File: src/common/rv32i_settings.svh
`ifndef RV32I_SETTINGS_SVH
`define RV32I_SETTINGS_SVH

// datapath width in bits
`define RV_XLEN 32

// architectural registers, x0 included
`define RV_REG_COUNT 32

// first fetch address out of reset
`define RV_RESET_PC 32'h8000_0000

// addi x0, x0, 0
`define RV_NOP 32'h0000_0013

`endif

File: src/common/rv32i_isa_pkg.sv
`include "rv32i_settings.svh"

package rv32i_isa_pkg;

  typedef logic [`RV_XLEN-1:0] rv32i_word;
  typedef logic [$clog2(`RV_REG_COUNT)-1:0] rv32i_reg;
  typedef logic [3:0] byte_mask;  // one enable per byte lane

  // major opcodes, instr[6:0]
  typedef enum logic [6:0] {
    op_lui   = 7'b0110111,
    op_load  = 7'b0000011,
    op_store = 7'b0100011,
    op_imm   = 7'b0010011,
    op_reg   = 7'b0110011
  } rv32i_opcode_e;

  // funct3 of the integer ops
  typedef enum logic [2:0] {
    f3_add  = 3'b000,  // add or sub
    f3_sll  = 3'b001,
    f3_slt  = 3'b010,
    f3_sltu = 3'b011,
    f3_xor  = 3'b100,
    f3_sr   = 3'b101,  // srl or sra, picked by instr[30]
    f3_or   = 3'b110,
    f3_and  = 3'b111
  } arith_funct3_e;

  // funct3 of loads and stores, word only
  typedef enum logic [2:0] {
    mem_word = 3'b010
  } mem_width_e;

  typedef enum logic [3:0] {
    alu_add, alu_sub, alu_sll, alu_slt, alu_sltu,
    alu_xor, alu_srl, alu_sra, alu_or, alu_and
  } alu_op_e;

endpackage

File: src/common/pipe_pkg.sv
package pipe_pkg;
  import rv32i_isa_pkg::*;

  // source of the value written back
  typedef enum logic [1:0] {wb_alu, wb_imm, wb_load} wb_sel_e;

  // where an execute operand comes from
  typedef enum logic [1:0] {fwd_none, fwd_mem, fwd_wrb} fwd_sel_e;

  typedef struct packed {
    logic      valid;
    rv32i_word pc;
    rv32i_word instr;
  } fetch_word_t;

  typedef struct packed {
    logic          valid;
    rv32i_opcode_e opcode;
    rv32i_reg      rs1;
    rv32i_reg      rs2;
    rv32i_reg      rd;
    logic          has_rd;
    alu_op_e       alu_op;
    logic          use_imm;  // second alu operand is imm
    rv32i_word     imm;
    logic          mem_read;
    logic          mem_write;
    wb_sel_e       wb_sel;
    rv32i_word     rs1_data;
    rv32i_word     rs2_data;
  } exe_ctrl_t;

  typedef struct packed {
    logic      valid;
    rv32i_reg  rd;
    logic      has_rd;
    logic      mem_read;
    logic      mem_write;
    wb_sel_e   wb_sel;
    rv32i_word alu_out;  // also the data address
    rv32i_word imm;
    rv32i_word store_data;
  } mem_ctrl_t;

  typedef struct packed {
    logic      valid;
    rv32i_reg  rd;
    logic      has_rd;
    rv32i_word result;
  } wrb_ctrl_t;

endpackage

File: src/source/fetch_stage.sv
`include "rv32i_settings.svh"

module fetch_stage (
  input  logic                     clk,
  input  logic                     rst,
  input  logic                     freeze,
  input  logic                     load_stall,
  input  rv32i_isa_pkg::rv32i_word instr_mem_rdata,
  output logic                     instr_read,
  output rv32i_isa_pkg::rv32i_word instr_mem_address,
  output pipe_pkg::fetch_word_t    fetch_word
);
  import rv32i_isa_pkg::*;
  import pipe_pkg::*;

  rv32i_word pc;
  logic      hold;  // pc and fetch register keep their value

  assign hold = freeze || load_stall;
  assign instr_mem_address = pc;  // request address straight from pc

  always_ff @(posedge clk) begin
    if (rst) begin
      pc         <= `RV_RESET_PC;
      instr_read <= 1'b0;
    end else begin
      instr_read <= 1'b1;  // always fetching once out of reset
      if (!hold && instr_read) pc <= pc + 4;
    end
  end

  // instruction lands here with the pc it came from
  always_ff @(posedge clk) begin
    if (rst) begin
      fetch_word.valid <= 1'b0;
      fetch_word.instr <= `RV_NOP;
    end else if (!hold) begin
      fetch_word.valid <= instr_read;  // nothing fetched yet in first cycle
      fetch_word.instr <= instr_mem_rdata;
    end
    if (!hold) fetch_word.pc <= pc;
  end

  a_pc_aligned: assert property (@(posedge clk) disable iff (rst)
    instr_read |-> (instr_mem_address[1:0] == 2'b00));

endmodule

File: src/decode/instr_decoder.sv
module instr_decoder (
  input  logic                     clk,
  input  logic                     rst,
  input  logic                     freeze,
  input  logic                     load_stall,
  input  pipe_pkg::fetch_word_t    fetch_word,
  input  rv32i_isa_pkg::rv32i_word rs1_data,
  input  rv32i_isa_pkg::rv32i_word rs2_data,
  output pipe_pkg::exe_ctrl_t      exe_ctrl
);
  import rv32i_isa_pkg::*;
  import pipe_pkg::*;

  rv32i_word     instr;
  rv32i_opcode_e opcode;
  arith_funct3_e funct3;
  logic          alt;  // funct7 bit 5
  exe_ctrl_t     dec;

  assign instr  = fetch_word.instr;
  assign opcode = rv32i_opcode_e'(instr[6:0]);
  assign funct3 = arith_funct3_e'(instr[14:12]);
  assign alt    = instr[30];

  function automatic alu_op_e alu_fn(arith_funct3_e f3, logic sub, logic arith);
    case (f3)
      f3_add:  alu_fn = sub ? alu_sub : alu_add;
      f3_sll:  alu_fn = alu_sll;
      f3_slt:  alu_fn = alu_slt;
      f3_sltu: alu_fn = alu_sltu;
      f3_xor:  alu_fn = alu_xor;
      f3_sr:   alu_fn = arith ? alu_sra : alu_srl;
      f3_or:   alu_fn = alu_or;
      default: alu_fn = alu_and;
    endcase
  endfunction

  always_comb begin
    dec          = '0;
    dec.valid    = fetch_word.valid;
    dec.opcode   = opcode;
    dec.rs1      = instr[19:15];
    dec.rs2      = instr[24:20];
    dec.rd       = instr[11:7];
    dec.alu_op   = alu_add;  // address add for loads and stores
    dec.imm      = rv32i_word'(signed'(instr[31:20]));  // I type
    dec.wb_sel   = wb_alu;
    dec.rs1_data = rs1_data;
    dec.rs2_data = rs2_data;
    case (opcode)
      op_imm: begin
        dec.has_rd  = 1'b1;
        dec.use_imm = 1'b1;
        dec.alu_op  = alu_fn(funct3, 1'b0, alt);  // no subi
      end
      op_reg: begin
        dec.has_rd = 1'b1;
        dec.alu_op = alu_fn(funct3, alt, alt);
      end
      op_lui: begin
        dec.has_rd = 1'b1;
        dec.imm    = {instr[31:12], 12'b0};  // U type
        dec.wb_sel = wb_imm;
      end
      op_load: begin
        dec.valid    = fetch_word.valid && (instr[14:12] == mem_word);
        dec.has_rd   = 1'b1;
        dec.use_imm  = 1'b1;
        dec.mem_read = 1'b1;
        dec.wb_sel   = wb_load;
      end
      op_store: begin
        dec.valid     = fetch_word.valid && (instr[14:12] == mem_word);
        dec.use_imm   = 1'b1;
        dec.mem_write = 1'b1;
        dec.imm       = rv32i_word'(signed'({instr[31:25], instr[11:7]}));  // S type
      end
      default: dec.valid = 1'b0;  // unsupported, goes down as a bubble
    endcase
  end

  always_ff @(posedge clk) begin
    if (rst) exe_ctrl <= '0;
    else if (!freeze && !load_stall) exe_ctrl <= dec;
  end

endmodule

File: src/decode/regfile.sv
`include "rv32i_settings.svh"

module regfile (
  input  logic                     clk,
  input  logic                     rst,
  input  rv32i_isa_pkg::rv32i_reg  rs1_addr,
  input  rv32i_isa_pkg::rv32i_reg  rs2_addr,
  input  pipe_pkg::wrb_ctrl_t      wrb_ctrl,
  input  logic                     freeze,
  output rv32i_isa_pkg::rv32i_word rs1_data,
  output rv32i_isa_pkg::rv32i_word rs2_data
);
  import rv32i_isa_pkg::*;
  import pipe_pkg::*;

  rv32i_word regs [1:`RV_REG_COUNT-1];  // x0 has no storage
  logic      wr_en;

  assign wr_en = wrb_ctrl.valid && wrb_ctrl.has_rd && (wrb_ctrl.rd != '0) && !freeze;

  always_ff @(posedge clk) begin
    if (rst) begin
      for (int i = 1; i < `RV_REG_COUNT; i++) begin
        regs[i] <= '0;
      end
    end else if (wr_en) begin
      regs[wrb_ctrl.rd] <= wrb_ctrl.result;
    end
  end

  function automatic rv32i_word read_port(rv32i_reg addr);
    if (addr == '0) read_port = '0;
    else if (wr_en && (wrb_ctrl.rd == addr)) read_port = wrb_ctrl.result;  // write-through
    else read_port = regs[addr];
  endfunction

  assign rs1_data = read_port(rs1_addr);
  assign rs2_data = read_port(rs2_addr);

endmodule

File: src/execute/hazard_unit.sv
module hazard_unit (
  input  pipe_pkg::exe_ctrl_t exe_ctrl,
  input  pipe_pkg::mem_ctrl_t mem_ctrl,
  input  pipe_pkg::wrb_ctrl_t wrb_ctrl,
  input  logic                instr_mem_resp,
  input  logic                data_mem_resp,
  output logic                freeze,
  output logic                load_stall,
  output pipe_pkg::fwd_sel_e  fwd_rs1,
  output pipe_pkg::fwd_sel_e  fwd_rs2
);
  import rv32i_isa_pkg::*;
  import pipe_pkg::*;

  logic use_rs1;      // execute reads rs1
  logic use_rs2;      // only R type and stores read rs2
  logic mem_writes;   // memory stage will write a register other than x0
  logic wrb_writes;
  logic data_access;

  assign use_rs1 = exe_ctrl.valid && (exe_ctrl.opcode != op_lui);
  assign use_rs2 = exe_ctrl.valid &&
                   ((exe_ctrl.opcode == op_reg) || (exe_ctrl.opcode == op_store));
  assign mem_writes = mem_ctrl.valid && mem_ctrl.has_rd && (mem_ctrl.rd != '0);
  assign wrb_writes = wrb_ctrl.valid && wrb_ctrl.has_rd && (wrb_ctrl.rd != '0);

  function automatic fwd_sel_e pick_src(rv32i_reg src, logic used, rv32i_reg mem_rd,
                                        logic mem_ok, rv32i_reg wrb_rd, logic wrb_ok);
    if (!used) pick_src = fwd_none;
    else if (mem_ok && (mem_rd == src)) pick_src = fwd_mem;  // youngest value first
    else if (wrb_ok && (wrb_rd == src)) pick_src = fwd_wrb;
    else pick_src = fwd_none;
  endfunction

  assign fwd_rs1 = pick_src(exe_ctrl.rs1, use_rs1, mem_ctrl.rd, mem_writes,
                            wrb_ctrl.rd, wrb_writes);
  assign fwd_rs2 = pick_src(exe_ctrl.rs2, use_rs2, mem_ctrl.rd, mem_writes,
                            wrb_ctrl.rd, wrb_writes);

  // load result only exists a cycle later
  assign load_stall = mem_ctrl.valid && mem_ctrl.mem_read && (mem_ctrl.rd != '0) &&
                      ((use_rs1 && (exe_ctrl.rs1 == mem_ctrl.rd)) ||
                       (use_rs2 && (exe_ctrl.rs2 == mem_ctrl.rd)));

  assign data_access = mem_ctrl.valid && (mem_ctrl.mem_read || mem_ctrl.mem_write);
  assign freeze = !instr_mem_resp || (data_access && !data_mem_resp);

  // x0 reads as zero in every stage so a forward of it would corrupt the operand
  always_comb begin
    assert ((exe_ctrl.rs1 != '0 || fwd_rs1 == fwd_none) &&
            (exe_ctrl.rs2 != '0 || fwd_rs2 == fwd_none))
      else $error("forward selected for x0");
  end

endmodule

File: src/execute/execute_stage.sv
module execute_stage (
  input  logic                clk,
  input  logic                rst,
  input  logic                freeze,
  input  logic                load_stall,
  input  pipe_pkg::exe_ctrl_t exe_ctrl,
  input  pipe_pkg::fwd_sel_e  fwd_rs1,
  input  pipe_pkg::fwd_sel_e  fwd_rs2,
  input  pipe_pkg::wrb_ctrl_t wrb_ctrl,
  output pipe_pkg::mem_ctrl_t mem_ctrl
);
  import rv32i_isa_pkg::*;
  import pipe_pkg::*;

  rv32i_word mem_result;  // what the memory stage will write back
  rv32i_word base_a;
  rv32i_word base_b;
  rv32i_word op_a;
  rv32i_word op_b_reg;
  rv32i_word op_b;
  rv32i_word alu_out;
  rv32i_word held_a;      // operands caught during a load-use stall
  rv32i_word held_b;
  logic      stall_q;
  mem_ctrl_t nxt;

  assign mem_result = (mem_ctrl.wb_sel == wb_imm) ? mem_ctrl.imm : mem_ctrl.alu_out;

  // after a stall the older writeback is gone, so use what was caught then
  assign base_a = stall_q ? held_a : exe_ctrl.rs1_data;
  assign base_b = stall_q ? held_b : exe_ctrl.rs2_data;

  function automatic rv32i_word fwd_mux(fwd_sel_e sel, rv32i_word base, rv32i_word mem_v,
                                        rv32i_word wrb_v);
    case (sel)
      fwd_mem: fwd_mux = mem_v;
      fwd_wrb: fwd_mux = wrb_v;
      default: fwd_mux = base;
    endcase
  endfunction

  assign op_a     = fwd_mux(fwd_rs1, base_a, mem_result, wrb_ctrl.result);
  assign op_b_reg = fwd_mux(fwd_rs2, base_b, mem_result, wrb_ctrl.result);
  assign op_b     = exe_ctrl.use_imm ? exe_ctrl.imm : op_b_reg;

  always_comb begin
    case (exe_ctrl.alu_op)
      alu_add:  alu_out = op_a + op_b;
      alu_sub:  alu_out = op_a - op_b;
      alu_sll:  alu_out = op_a << op_b[4:0];
      alu_slt:  alu_out = rv32i_word'($signed(op_a) < $signed(op_b));
      alu_sltu: alu_out = rv32i_word'(op_a < op_b);
      alu_xor:  alu_out = op_a ^ op_b;
      alu_srl:  alu_out = op_a >> op_b[4:0];
      alu_sra:  alu_out = rv32i_word'($signed(op_a) >>> op_b[4:0]);
      alu_or:   alu_out = op_a | op_b;
      default:  alu_out = op_a & op_b;
    endcase
  end

  always_comb begin
    nxt.valid      = exe_ctrl.valid;
    nxt.rd         = exe_ctrl.rd;
    nxt.has_rd     = exe_ctrl.has_rd;
    nxt.mem_read   = exe_ctrl.mem_read;
    nxt.mem_write  = exe_ctrl.mem_write;
    nxt.wb_sel     = exe_ctrl.wb_sel;
    nxt.alu_out    = alu_out;
    nxt.imm        = exe_ctrl.imm;
    nxt.store_data = op_b_reg;  // forwarded rs2
  end

  always_ff @(posedge clk) begin
    if (rst) stall_q <= 1'b0;
    else if (!freeze) stall_q <= load_stall;
  end

  always_ff @(posedge clk) begin
    if (!freeze && load_stall) begin
      held_a <= op_a;
      held_b <= op_b_reg;
    end
  end

  always_ff @(posedge clk) begin
    if (rst) mem_ctrl <= '0;
    else if (!freeze) mem_ctrl <= load_stall ? '0 : nxt;  // bubble behind a stalled load
  end

endmodule

File: src/source/memory_stage.sv
module memory_stage (
  input  logic                     clk,
  input  logic                     rst,
  input  logic                     freeze,
  input  pipe_pkg::mem_ctrl_t      mem_ctrl,
  input  rv32i_isa_pkg::rv32i_word data_mem_rdata,
  output logic                     data_read,
  output logic                     data_write,
  output rv32i_isa_pkg::byte_mask  data_mbe,
  output rv32i_isa_pkg::rv32i_word data_mem_address,
  output rv32i_isa_pkg::rv32i_word data_mem_wdata,
  output pipe_pkg::wrb_ctrl_t      wrb_ctrl
);
  import rv32i_isa_pkg::*;
  import pipe_pkg::*;

  logic      access;
  rv32i_word result;

  // request held as long as the access sits here
  assign data_read  = mem_ctrl.valid && mem_ctrl.mem_read;
  assign data_write = mem_ctrl.valid && mem_ctrl.mem_write;
  assign access     = data_read || data_write;

  assign data_mem_address = mem_ctrl.alu_out & ~rv32i_word'(3);  // word aligned
  assign data_mbe         = access ? 4'b1111 : 4'b0000;          // lw/sw only
  assign data_mem_wdata   = mem_ctrl.store_data;

  always_comb begin
    case (mem_ctrl.wb_sel)
      wb_imm:  result = mem_ctrl.imm;
      wb_load: result = data_mem_rdata;  // valid whenever freeze is low
      default: result = mem_ctrl.alu_out;
    endcase
  end

  always_ff @(posedge clk) begin
    if (rst) begin
      wrb_ctrl.valid  <= 1'b0;
      wrb_ctrl.has_rd <= 1'b0;
    end else if (!freeze) begin
      wrb_ctrl.valid  <= mem_ctrl.valid;
      wrb_ctrl.has_rd <= mem_ctrl.has_rd;
    end
    if (!freeze) begin
      wrb_ctrl.rd     <= mem_ctrl.rd;
      wrb_ctrl.result <= result;
    end
  end

  a_no_rd_wr: assert property (@(posedge clk) disable iff (rst)
    !(data_read && data_write));

  // an unanswered access keeps its address until the pipeline moves
  a_req_stable: assert property (@(posedge clk) disable iff (rst)
    (access && freeze) |=> $stable(data_mem_address));

endmodule

File: src/source/cpu_pipeline.sv
module cpu_pipeline (
  input  logic                     clk,
  input  logic                     rst,
  input  logic                     instr_mem_resp,
  input  rv32i_isa_pkg::rv32i_word instr_mem_rdata,
  input  logic                     data_mem_resp,
  input  rv32i_isa_pkg::rv32i_word data_mem_rdata,
  output logic                     instr_read,
  output rv32i_isa_pkg::rv32i_word instr_mem_address,
  output logic                     data_read,
  output logic                     data_write,
  output rv32i_isa_pkg::byte_mask  data_mbe,
  output rv32i_isa_pkg::rv32i_word data_mem_address,
  output rv32i_isa_pkg::rv32i_word data_mem_wdata
);
  import rv32i_isa_pkg::*;
  import pipe_pkg::*;

  fetch_word_t fetch_word;
  exe_ctrl_t   exe_ctrl;
  mem_ctrl_t   mem_ctrl;
  wrb_ctrl_t   wrb_ctrl;
  rv32i_word   rs1_data;
  rv32i_word   rs2_data;
  logic        freeze;
  logic        load_stall;
  fwd_sel_e    fwd_rs1;
  fwd_sel_e    fwd_rs2;

  fetch_stage u_fetch (
    .clk(clk), .rst(rst), .freeze(freeze), .load_stall(load_stall),
    .instr_mem_rdata(instr_mem_rdata), .instr_read(instr_read),
    .instr_mem_address(instr_mem_address), .fetch_word(fetch_word)
  );

  instr_decoder u_decode (
    .clk(clk), .rst(rst), .freeze(freeze), .load_stall(load_stall), .fetch_word(fetch_word),
    .rs1_data(rs1_data), .rs2_data(rs2_data), .exe_ctrl(exe_ctrl)
  );

  // source fields read straight from the fetched word
  regfile u_regfile (
    .clk(clk), .rst(rst), .rs1_addr(fetch_word.instr[19:15]),
    .rs2_addr(fetch_word.instr[24:20]), .wrb_ctrl(wrb_ctrl), .freeze(freeze),
    .rs1_data(rs1_data), .rs2_data(rs2_data)
  );

  hazard_unit u_hazard (
    .exe_ctrl(exe_ctrl), .mem_ctrl(mem_ctrl), .wrb_ctrl(wrb_ctrl),
    .instr_mem_resp(instr_mem_resp), .data_mem_resp(data_mem_resp), .freeze(freeze),
    .load_stall(load_stall), .fwd_rs1(fwd_rs1), .fwd_rs2(fwd_rs2)
  );

  execute_stage u_execute (
    .clk(clk), .rst(rst), .freeze(freeze), .load_stall(load_stall), .exe_ctrl(exe_ctrl),
    .fwd_rs1(fwd_rs1), .fwd_rs2(fwd_rs2), .wrb_ctrl(wrb_ctrl), .mem_ctrl(mem_ctrl)
  );

  memory_stage u_memory (
    .clk(clk), .rst(rst), .freeze(freeze), .mem_ctrl(mem_ctrl),
    .data_mem_rdata(data_mem_rdata), .data_read(data_read), .data_write(data_write),
    .data_mbe(data_mbe), .data_mem_address(data_mem_address),
    .data_mem_wdata(data_mem_wdata), .wrb_ctrl(wrb_ctrl)
  );

endmodule

File: config.mk
export PLATFORM = sky130hd
export DESIGN_NAME = cpu_pipeline
export DESIGN_NICKNAME = d
export VERILOG_FILES = /design/src/common/rv32i_isa_pkg.sv /design/src/common/pipe_pkg.sv /design/src/source/fetch_stage.sv /design/src/decode/instr_decoder.sv /design/src/decode/regfile.sv /design/src/execute/hazard_unit.sv /design/src/execute/execute_stage.sv /design/src/source/memory_stage.sv /design/src/source/cpu_pipeline.sv
export VERILOG_INCLUDE_DIRS = /design/src /design/src/common
export SDC_FILE = /design/constraint.sdc
export NUM_CORES = 2
export LEC_CHECK = 0
export BUFFER_PORTS_ARGS = -buffer_cell sky130_fd_sc_hd__buf_2
export CAP_MARGIN = 5
export CORE_MARGIN = 8
export CORE_UTILIZATION = 58
export CTS_CLUSTER_DIAMETER = 120
export DETAILED_ROUTE_END_ITERATION = 7
export GPL_ROUTABILITY_DRIVEN = 1
export MAX_ROUTING_LAYER = met4
export PLACE_DENSITY = 0.78
export SLEW_MARGIN = 20
export SYNTH_ARGS = -nofsm -noshare
export SYNTH_HDL_FRONTEND = slang
export SYNTH_SLANG_ARGS = --single-unit
File: constraint.sdc
create_clock -name clk -period 5.4 [get_ports clk]
set_input_delay 0.81 -clock clk [delete_from_list [all_inputs] [get_ports clk]]
set_output_delay 0.81 -clock clk [all_outputs]
set_load 0.05 [all_outputs]
## After elaboration in Yosys (flattened, before gate mapping)

Memories as Yosys holds them, arrays and structs flattened. A register that Yosys moved wholly into a read port is not among the register bits.
Index checks and enable logic that the tools add are counted.

- Register bits after elaboration: 406
- RAM bits: 992
- Input port bits: 68
- Logic and storage cells: 174
- Memories kept: 1

Memories:

| name | words | width | read ports | clocked after Yosys merged registers in | write ports | RTL line | RTL |
|---|---|---|---|---|---|---|---|
| u_regfile.regs | 31 | 32 | 2 | 2 | 31 | regfile.sv:16 | `` rv32i_word regs [1:`RV_REG_COUNT-1]; `` |

- Add/sub/neg operators: 3
- Magnitude comparators: 2
- Eq/ne operators: 36
- Shift operators: 3
- Multiplexer cells: 45
- Bitwise operators: 3
- Reductions and logical operators: 47

Operators by type and width:

| cell | number |
|---|---|
| 32-bit 2-to-1 mux | 9 |
| 32-bit one-hot mux with 9 select lines | 1 |
| 32-bit one-hot mux with 2 select lines | 3 |
| 107-bit 2-to-1 mux | 1 |
| 32-bit < comparator | 2 |
| 31-bit one-hot mux with 2 select lines | 1 |
| 4-bit one-hot mux with 7 select lines | 2 |
| 5-bit equality test | 8 |
| 7-bit by 6-bit equality test with 1-bit output, second input constant | 5 |
| 32-bit by 3-bit adder with 32-bit output, second input constant | 1 |
| 32-bit adder | 1 |
| 32-bit bitwise AND | 1 |
| 32-bit bitwise OR | 1 |
| 32-bit OR reduction | 1 |
| 32-bit by 5-bit left shift with 32-bit output | 1 |
| 32-bit by 5-bit >> shifter with 32-bit output | 1 |
| 32-bit by 5-bit >>> shifter with 32-bit output | 1 |
| 32-bit subtractor | 1 |
| 32-bit bitwise XOR | 1 |
| 1-bit logical AND | 25 |
| 5-bit 2-to-1 mux | 5 |
| 4-bit by 3-bit equality test with 1-bit output, second input constant | 4 |
| 1-bit 2-to-1 mux | 13 |
| 2-bit 2-to-1 mux | 6 |
| other kinds (24) | 44 |

## Longest topological paths before layout

- Word-level depth: 12
- Depth in mapped cells: 28
- Gate-level depth less buffers: 24

## Modules after synthesis

From an unflattened synthesis, not the netlist that was laid out.

- Cell total of the unflattened synthesis: 7346
- Area total of the unflattened synthesis: 84098.2 um^2

Modules (own cells, without submodules):

| module | instances | cells an instance | area each (um^2) |
|---|---|---|---|
| regfile | 1 | 3983 | 55744.7 |
| execute_stage | 1 | 2175 | 17324.1 |
| instr_decoder | 1 | 554 | 4737.0 |
| fetch_stage | 1 | 352 | 3530.9 |
| memory_stage | 1 | 229 | 2353.5 |
| hazard_unit | 1 | 53 | 407.9 |

## Least setup slack after synthesis

OpenSTA, ideal clock, no wires.

- Path kind: register to register
- Start point: register u_memory.wrb_ctrl[36] (netlist name)
- End point: register u_execute.mem_ctrl[81] (netlist name)
- Data arrival time: 5.281 ns
- Required time: 5.275 ns
- Slack: -0.006 ns
- Cell stages (with the launch flop): 24
- Buffers on the path: 5
- Period minus slack after synthesis: 5.406 ns
- Cells stage by stage: edfxtp_1 > or3_1 > clkbuf_1 > o311a_1 > nand4_1 > inv_1 > ha_1 > clkbuf_1 > a221oi_2 > o21a_1 > buf_4 > clkbuf_1 > clkbuf_1 > ha_1 > inv_2 > a221oi_2 > a2111oi_1 > or3_1 > a21o_1 > a2111oi_2 > o21ba_2 > o31a_1 > a32oi_1 > o41a_1

- Longest elaborated chain between the ends: 12
- Elaborated cells on any way between the ends: 29

Ends and longest elaborated chain:

| item | RTL line | RTL |
|---|---|---|
| 5-bit nonzero test | hazard_unit.sv:25 | `assign wrb_writes = wrb_ctrl.valid && wrb_ctrl.has_rd && (wrb_ctrl.rd != '0);` |
| 1-bit logical AND | hazard_unit.sv:25 |  |
| 1-bit logical AND | hazard_unit.sv:31 | `else if (wrb_ok && (wrb_rd == src)) pick_src = fwd_wrb;` |
| 2-bit 2-to-1 mux | hazard_unit.sv:31 |  |
| 2-bit 2-to-1 mux | hazard_unit.sv:30 | `else if (mem_ok && (mem_rd == src)) pick_src = fwd_mem;` |
| 2-bit 2-to-1 mux | hazard_unit.sv:29 | `if (!used) pick_src = fwd_none;` |
| 2-bit equality test / 2-bit by 1-bit equality test with 1-bit output (equally long branches) | execute_stage.sv:35 | `case (sel)` |
| 32-bit one-hot mux with 2 select lines | execute_stage.sv:35 |  |
| 32-bit 2-to-1 mux | execute_stage.sv:44 | `assign op_b = exe_ctrl.use_imm ? exe_ctrl.imm : op_b_reg;` |
| 32-bit subtractor (tied with other cells) | execute_stage.sv:49 | `alu_sub: alu_out = op_a - op_b;` |
| 32-bit one-hot mux with 9 select lines * | execute_stage.sv:47 | `case (exe_ctrl.alu_op)` |
| 107-bit 2-to-1 mux * | execute_stage.sv:87 | `else if (!freeze) mem_ctrl <= load_stall ? '0 : nxt;` |

Mark *: on every way between the ends. The rest lies on a longest branch, timed or not.
A chain may end at the register's enable or synchronous reset.

## Final worst setup path

- Start point: register u_memory.wrb_ctrl[35] (netlist name)
- End point: register u_execute.mem_ctrl[91] (netlist name)

- Elaborated cells on any way between the ends: 29

RTL lines:

| item | RTL line | RTL |
|---|---|---|
| 5-bit nonzero test | hazard_unit.sv:25 |  |
| 1-bit logical AND | hazard_unit.sv:25 |  |
| 1-bit logical AND * | hazard_unit.sv:31 |  |
| 2-bit 2-to-1 mux * | hazard_unit.sv:31 |  |
| 2-bit 2-to-1 mux * | hazard_unit.sv:30 |  |
| 2-bit 2-to-1 mux * | hazard_unit.sv:29 |  |
| 2-bit equality test / 2-bit by 1-bit equality test with 1-bit output (equally long branches) | execute_stage.sv:35 |  |
| 32-bit one-hot mux with 2 select lines * | execute_stage.sv:35 |  |
| named net u_execute.op_a[3] | execute_stage.sv:18 | `rv32i_word op_a;` |
| 32-bit subtractor (tied with other cells) | execute_stage.sv:49 |  |
| 32-bit one-hot mux with 9 select lines * | execute_stage.sv:47 |  |
| 107-bit 2-to-1 mux * | execute_stage.sv:87 |  |

The timed path passes the listed nets; every way through them passes the cells marked *.

==> impl_metrics.py <==
metrics = {
    "power_and_ir_drop": {
        "sw_frac_of_total": 0.2866,
        "ir_drop_mv": 0.3202,
        "switchingPower_uw": 8022,
        "power_frac_comb": 0.178,
        "internal_power_uw": 19970,
        "leakagePower_uw": 0.03495,
        "power_uw": 27990,
        "clkPwrFrac": 0.368,
        "p_per_area_nw_per_um2": 296.1,
        "seq_power_share": 0.454,
    },
    "route": {
        "drt_iter0_drc": 10570,
        "num_vias": 64100,
        "post-route-drc-count": 13,
        "viasPerCell": 7.053,
        "dr.pass1.iters": 8,
        "wl_per_cell_um": 35.34,
        "routed_wirelength_um": 321100,
        "drtAntennaViolNets": 0,
    },
    "layout": {
        "num-fill-cells": 9988,
        "fin_area_sq_um": 94540,
        "drive_above_1_share": 0.2930,
        "area_growth_pct": 15.57,
        "nNetsFinal": 7226,
    },
    "placement": {
        "dp_hpwl_um": 216100,
        "place_congestion": 1.081,
        "placed_area_sq_um": 88510,
        "port-buffer-count": 166,
    },
    "critical_path": {
        "crit_type": "reg -> reg",
        "critPathArrivalTime_ns": 6.06,
        "critPathMaxFanout": 8,
        "worst_ep_required_time_ns": 6.11,
        "crit_chain": "buf_6, xor2_1, nor3_1, nand4_1, or3_4, buf_6, ha_4, buf_8, buf_6, a21oi_2, a22o_1, inv_2, ha_4, nor2_4, a221oi_4, a2111oi_4, o311a_4, o41a_1, buf_4, a211oi_4, o31ai_2, xnor2_1, a22oi_1, a221oi_1",
        "crit_buf_inv": 6,
        "cp-start-kind": "register",
        "critPathMostFrequentCell": "buf_6",
        "critPathTopFamily": "compound AO/OA/AOI/OAI gates",
        "slowest_stage": "or3_4",
        "end_kind": "register",
        "cp_slowest_stage_delay_ns": 0.46,
    },
    "synthesis": {
        "synthTopCellsByCount": "edfxtp_1, and2_1, mux4_2",
        "yosysTopAreaCell": "edfxtp_1",
        "synth.distinct_cells": 101,
        "avgSynthCellArea_sq_um": 12.29,
        "yosys_most_used_dff": "edfxtp_1",
        "synth_area_sq_um": 81810,
        "synth.most_common_cell": "edfxtp_1",
        "async_flop_share": 0,
        "ys_seq_area_frac": 0.4895,
        "synth-edff-count": 1125,
        "synthTopCellsByArea": "edfxtp_1, mux4_2, and2_1, dfxtp_1, mux2i_1",
        "syn_inst": 6659,
        "synth_top_cell_area_share": 0.4129,
        "ys_warn_count": 0,
        "ys_ff_latch": 1438,
    },
    "cts": {
        "cts_buffer_depth": 3,
        "insertion_delay_ns": 0.82,
        "htree_levels": 4,
        "root_buffer": "clkbuf_16",
        "cts_hold_buf": 0,
        "path_clk_slew_ns": 0.07,
        "cts_sinks": 1438,
        "cts_tree": "done",
        "numCtsBuffers": 154,
    },
    "global_route": {
        "grt_pass1_wl_um": 449600,
        "grt_max_degree": 98,
        "antenna_found_initial": 29,
        "grt_pass1_vias": 62560,
        "gr-usage-all-layers": 0.4218,
        "gr-total-overflow": 0,
    },
    "sta": {
        "slew_headroom": 0.2365,
        "fin_crit_ns": 5.351,
        "worst_pin_slew_ns": 1.144,
        "max_freq_mhz": 186.9,
        "skew_ns": 0.02967,
        "finalHoldViolations": 0,
        "fin_crit_sh": 0.9909,
        "rsz0062_at_grt": "true",
        "slew_viol_final": 0,
        "setup_viol": 0,
    },
    "flow_run": {
        "maxCapViolations": 0,
    },
    "die": {
        "start_util": 0.5813,
        "fp.coreArea_sq_um": 140700,
        "rows": 138,
        "die_x_um": 391.6,
        "die_area_sq_um": 153300,
        "die_y_um": 391.6,
        "io_pins": 171,
    },
    "status": {
        "status": "finished, violations left",
        "violations": "design-rule violations",
    },
    "min_path": {
        "hp-class": "in -> reg",
    },
}
flip-flops by register name, indices dropped and copies added, names as in the netlist, named ones only:
register,count
u_decode.exe_ctrl,129
u_execute.held_a,32
u_execute.held_b,32
u_execute.mem_ctrl,107
u_execute.stall_q,1
u_fetch.fetch_word,33
u_fetch.instr_mem_address,30
u_fetch.instr_read,1
u_memory.wrb_ctrl,39
u_regfile.regs,1024
cell usage in the layout (no fill, tap or decap), types with 44 or more instances in the layout:
master / instances
o21ai_0: 271
ha_1: 79
nand2_1: 604
edfxtp_1: 1125
a211oi_1: 44
nor2_1: 192
clkbuf_16: 157
a21oi_1: 295
buf_2: 165
and2_1: 1007
dfxtp_1: 302
mux2_2: 58
mux2i_1: 267
nor3_1: 52
inv_1: 105
a22oi_1: 47
buf_4: 666
a221oi_1: 52
mux4_2: 642
nand3_1: 124
tightest hold or removal path, cell delays in order:
cell and delay (ns):
buf_2 0.08, nand2_1 0.04, nand3_1 0.07
timing repair:
| item | CTS | global route |
|---|---|---|
| pin swaps | 22 | 57 |
| endpoints found under the setup margin | 22 | 24 |
| buffers inserted | 9 | 11 |
| resized for setup | 63 | 134 |
power groups by stage:
stage / logic [uW] / clock network (uW) / registers [uW]
floorplan: 2630 / 0 / 12700
finish: 4990 / 10300 / 12700
global placement: 4590 / 0 / 12900
global route: 5120 / 10700 / 12700
CTS: 4680 / 10300 / 12700
detailed placement: 4600 / 0 / 12900
cell type report:
cell class                 instances  area [sq um]  share of cell area
antenna                           25         62.56           0.0006617
clock buffer                     199          4136             0.04375
clock inverter                    78         660.6            0.006988
inverter                         118         452.9            0.004791
multi-input combinational       4442         39820              0.4212
sequential                      1438         40080              0.4240
tap                             1890          2365             0.02501
timing repair buffer             898          6963             0.07365
cells by family (layout without fill, tap and decap cells):
logic type      Yosys count  count (layout)  share of synthesized area
compound gates         1076            1076                    0.08409
other cells               1              61                 0.00004584
buf+inv                 814            1293                    0.04305
flops                  1438            1438                     0.4895
fa+ha+maj               106             106                    0.01640
xor+xnor                 62              62                   0.006638
simple gates           2164            2164                     0.1379
mux                     998             998                     0.2223
stage by stage:
step | TNS [ns] | utilization | hold WS [ns] | setup slack (ns) | cells
final | 0 | 0.6719 | 0.2342 | 0.04918 | 9088
after global routing | -0.3501 | 0.6718 | 0.2376 | -0.1364 | 9085
after CTS | 0 | 0.6658 | 0.2009 | 0.0005520 | 9053
after detailed placement | -4.921 | 0.6289 | 0.4436 | -0.4192 | 8767
after global placement | -3.816 | 0.6289 | 0.4367 | -0.3879 | 8767
after floorplan | 0 | - | 0.4244 | 0.007152 | 6694
per-layer routing:
metal  track usage  vias up  wire length, um
met5             -        -                0
met1        0.5406    31880           114700
met4        0.1982        0            19030
met3        0.1774     1096            51980
met2        0.5814     5437           135400
li1              -    25690                -
final timing paths:
path / depth (start not counted) / startpoint / slack [ns] / endpoint
min: 3 / instr_mem_rdata[4] / 0.23 / u_fetch.fetch_word[4]$_SDFFE_PP1P_
max: 24 / u_memory.wrb_ctrl[35]$_DFFE_PN_ / 0.05 / u_execute.mem_ctrl[91]$_SDFFE_PP0N_
min reg2reg: 2 / u_execute.mem_ctrl[20]$_SDFFE_PP0N_ / 0.46 / u_execute.mem_ctrl[20]$_SDFFE_PP0N_
max reg2reg: 24 / u_memory.wrb_ctrl[35]$_DFFE_PN_ / 0.05 / u_execute.mem_ctrl[91]$_SDFFE_PP0N_
No activity file was read; power rests on OpenSTA's default activity.
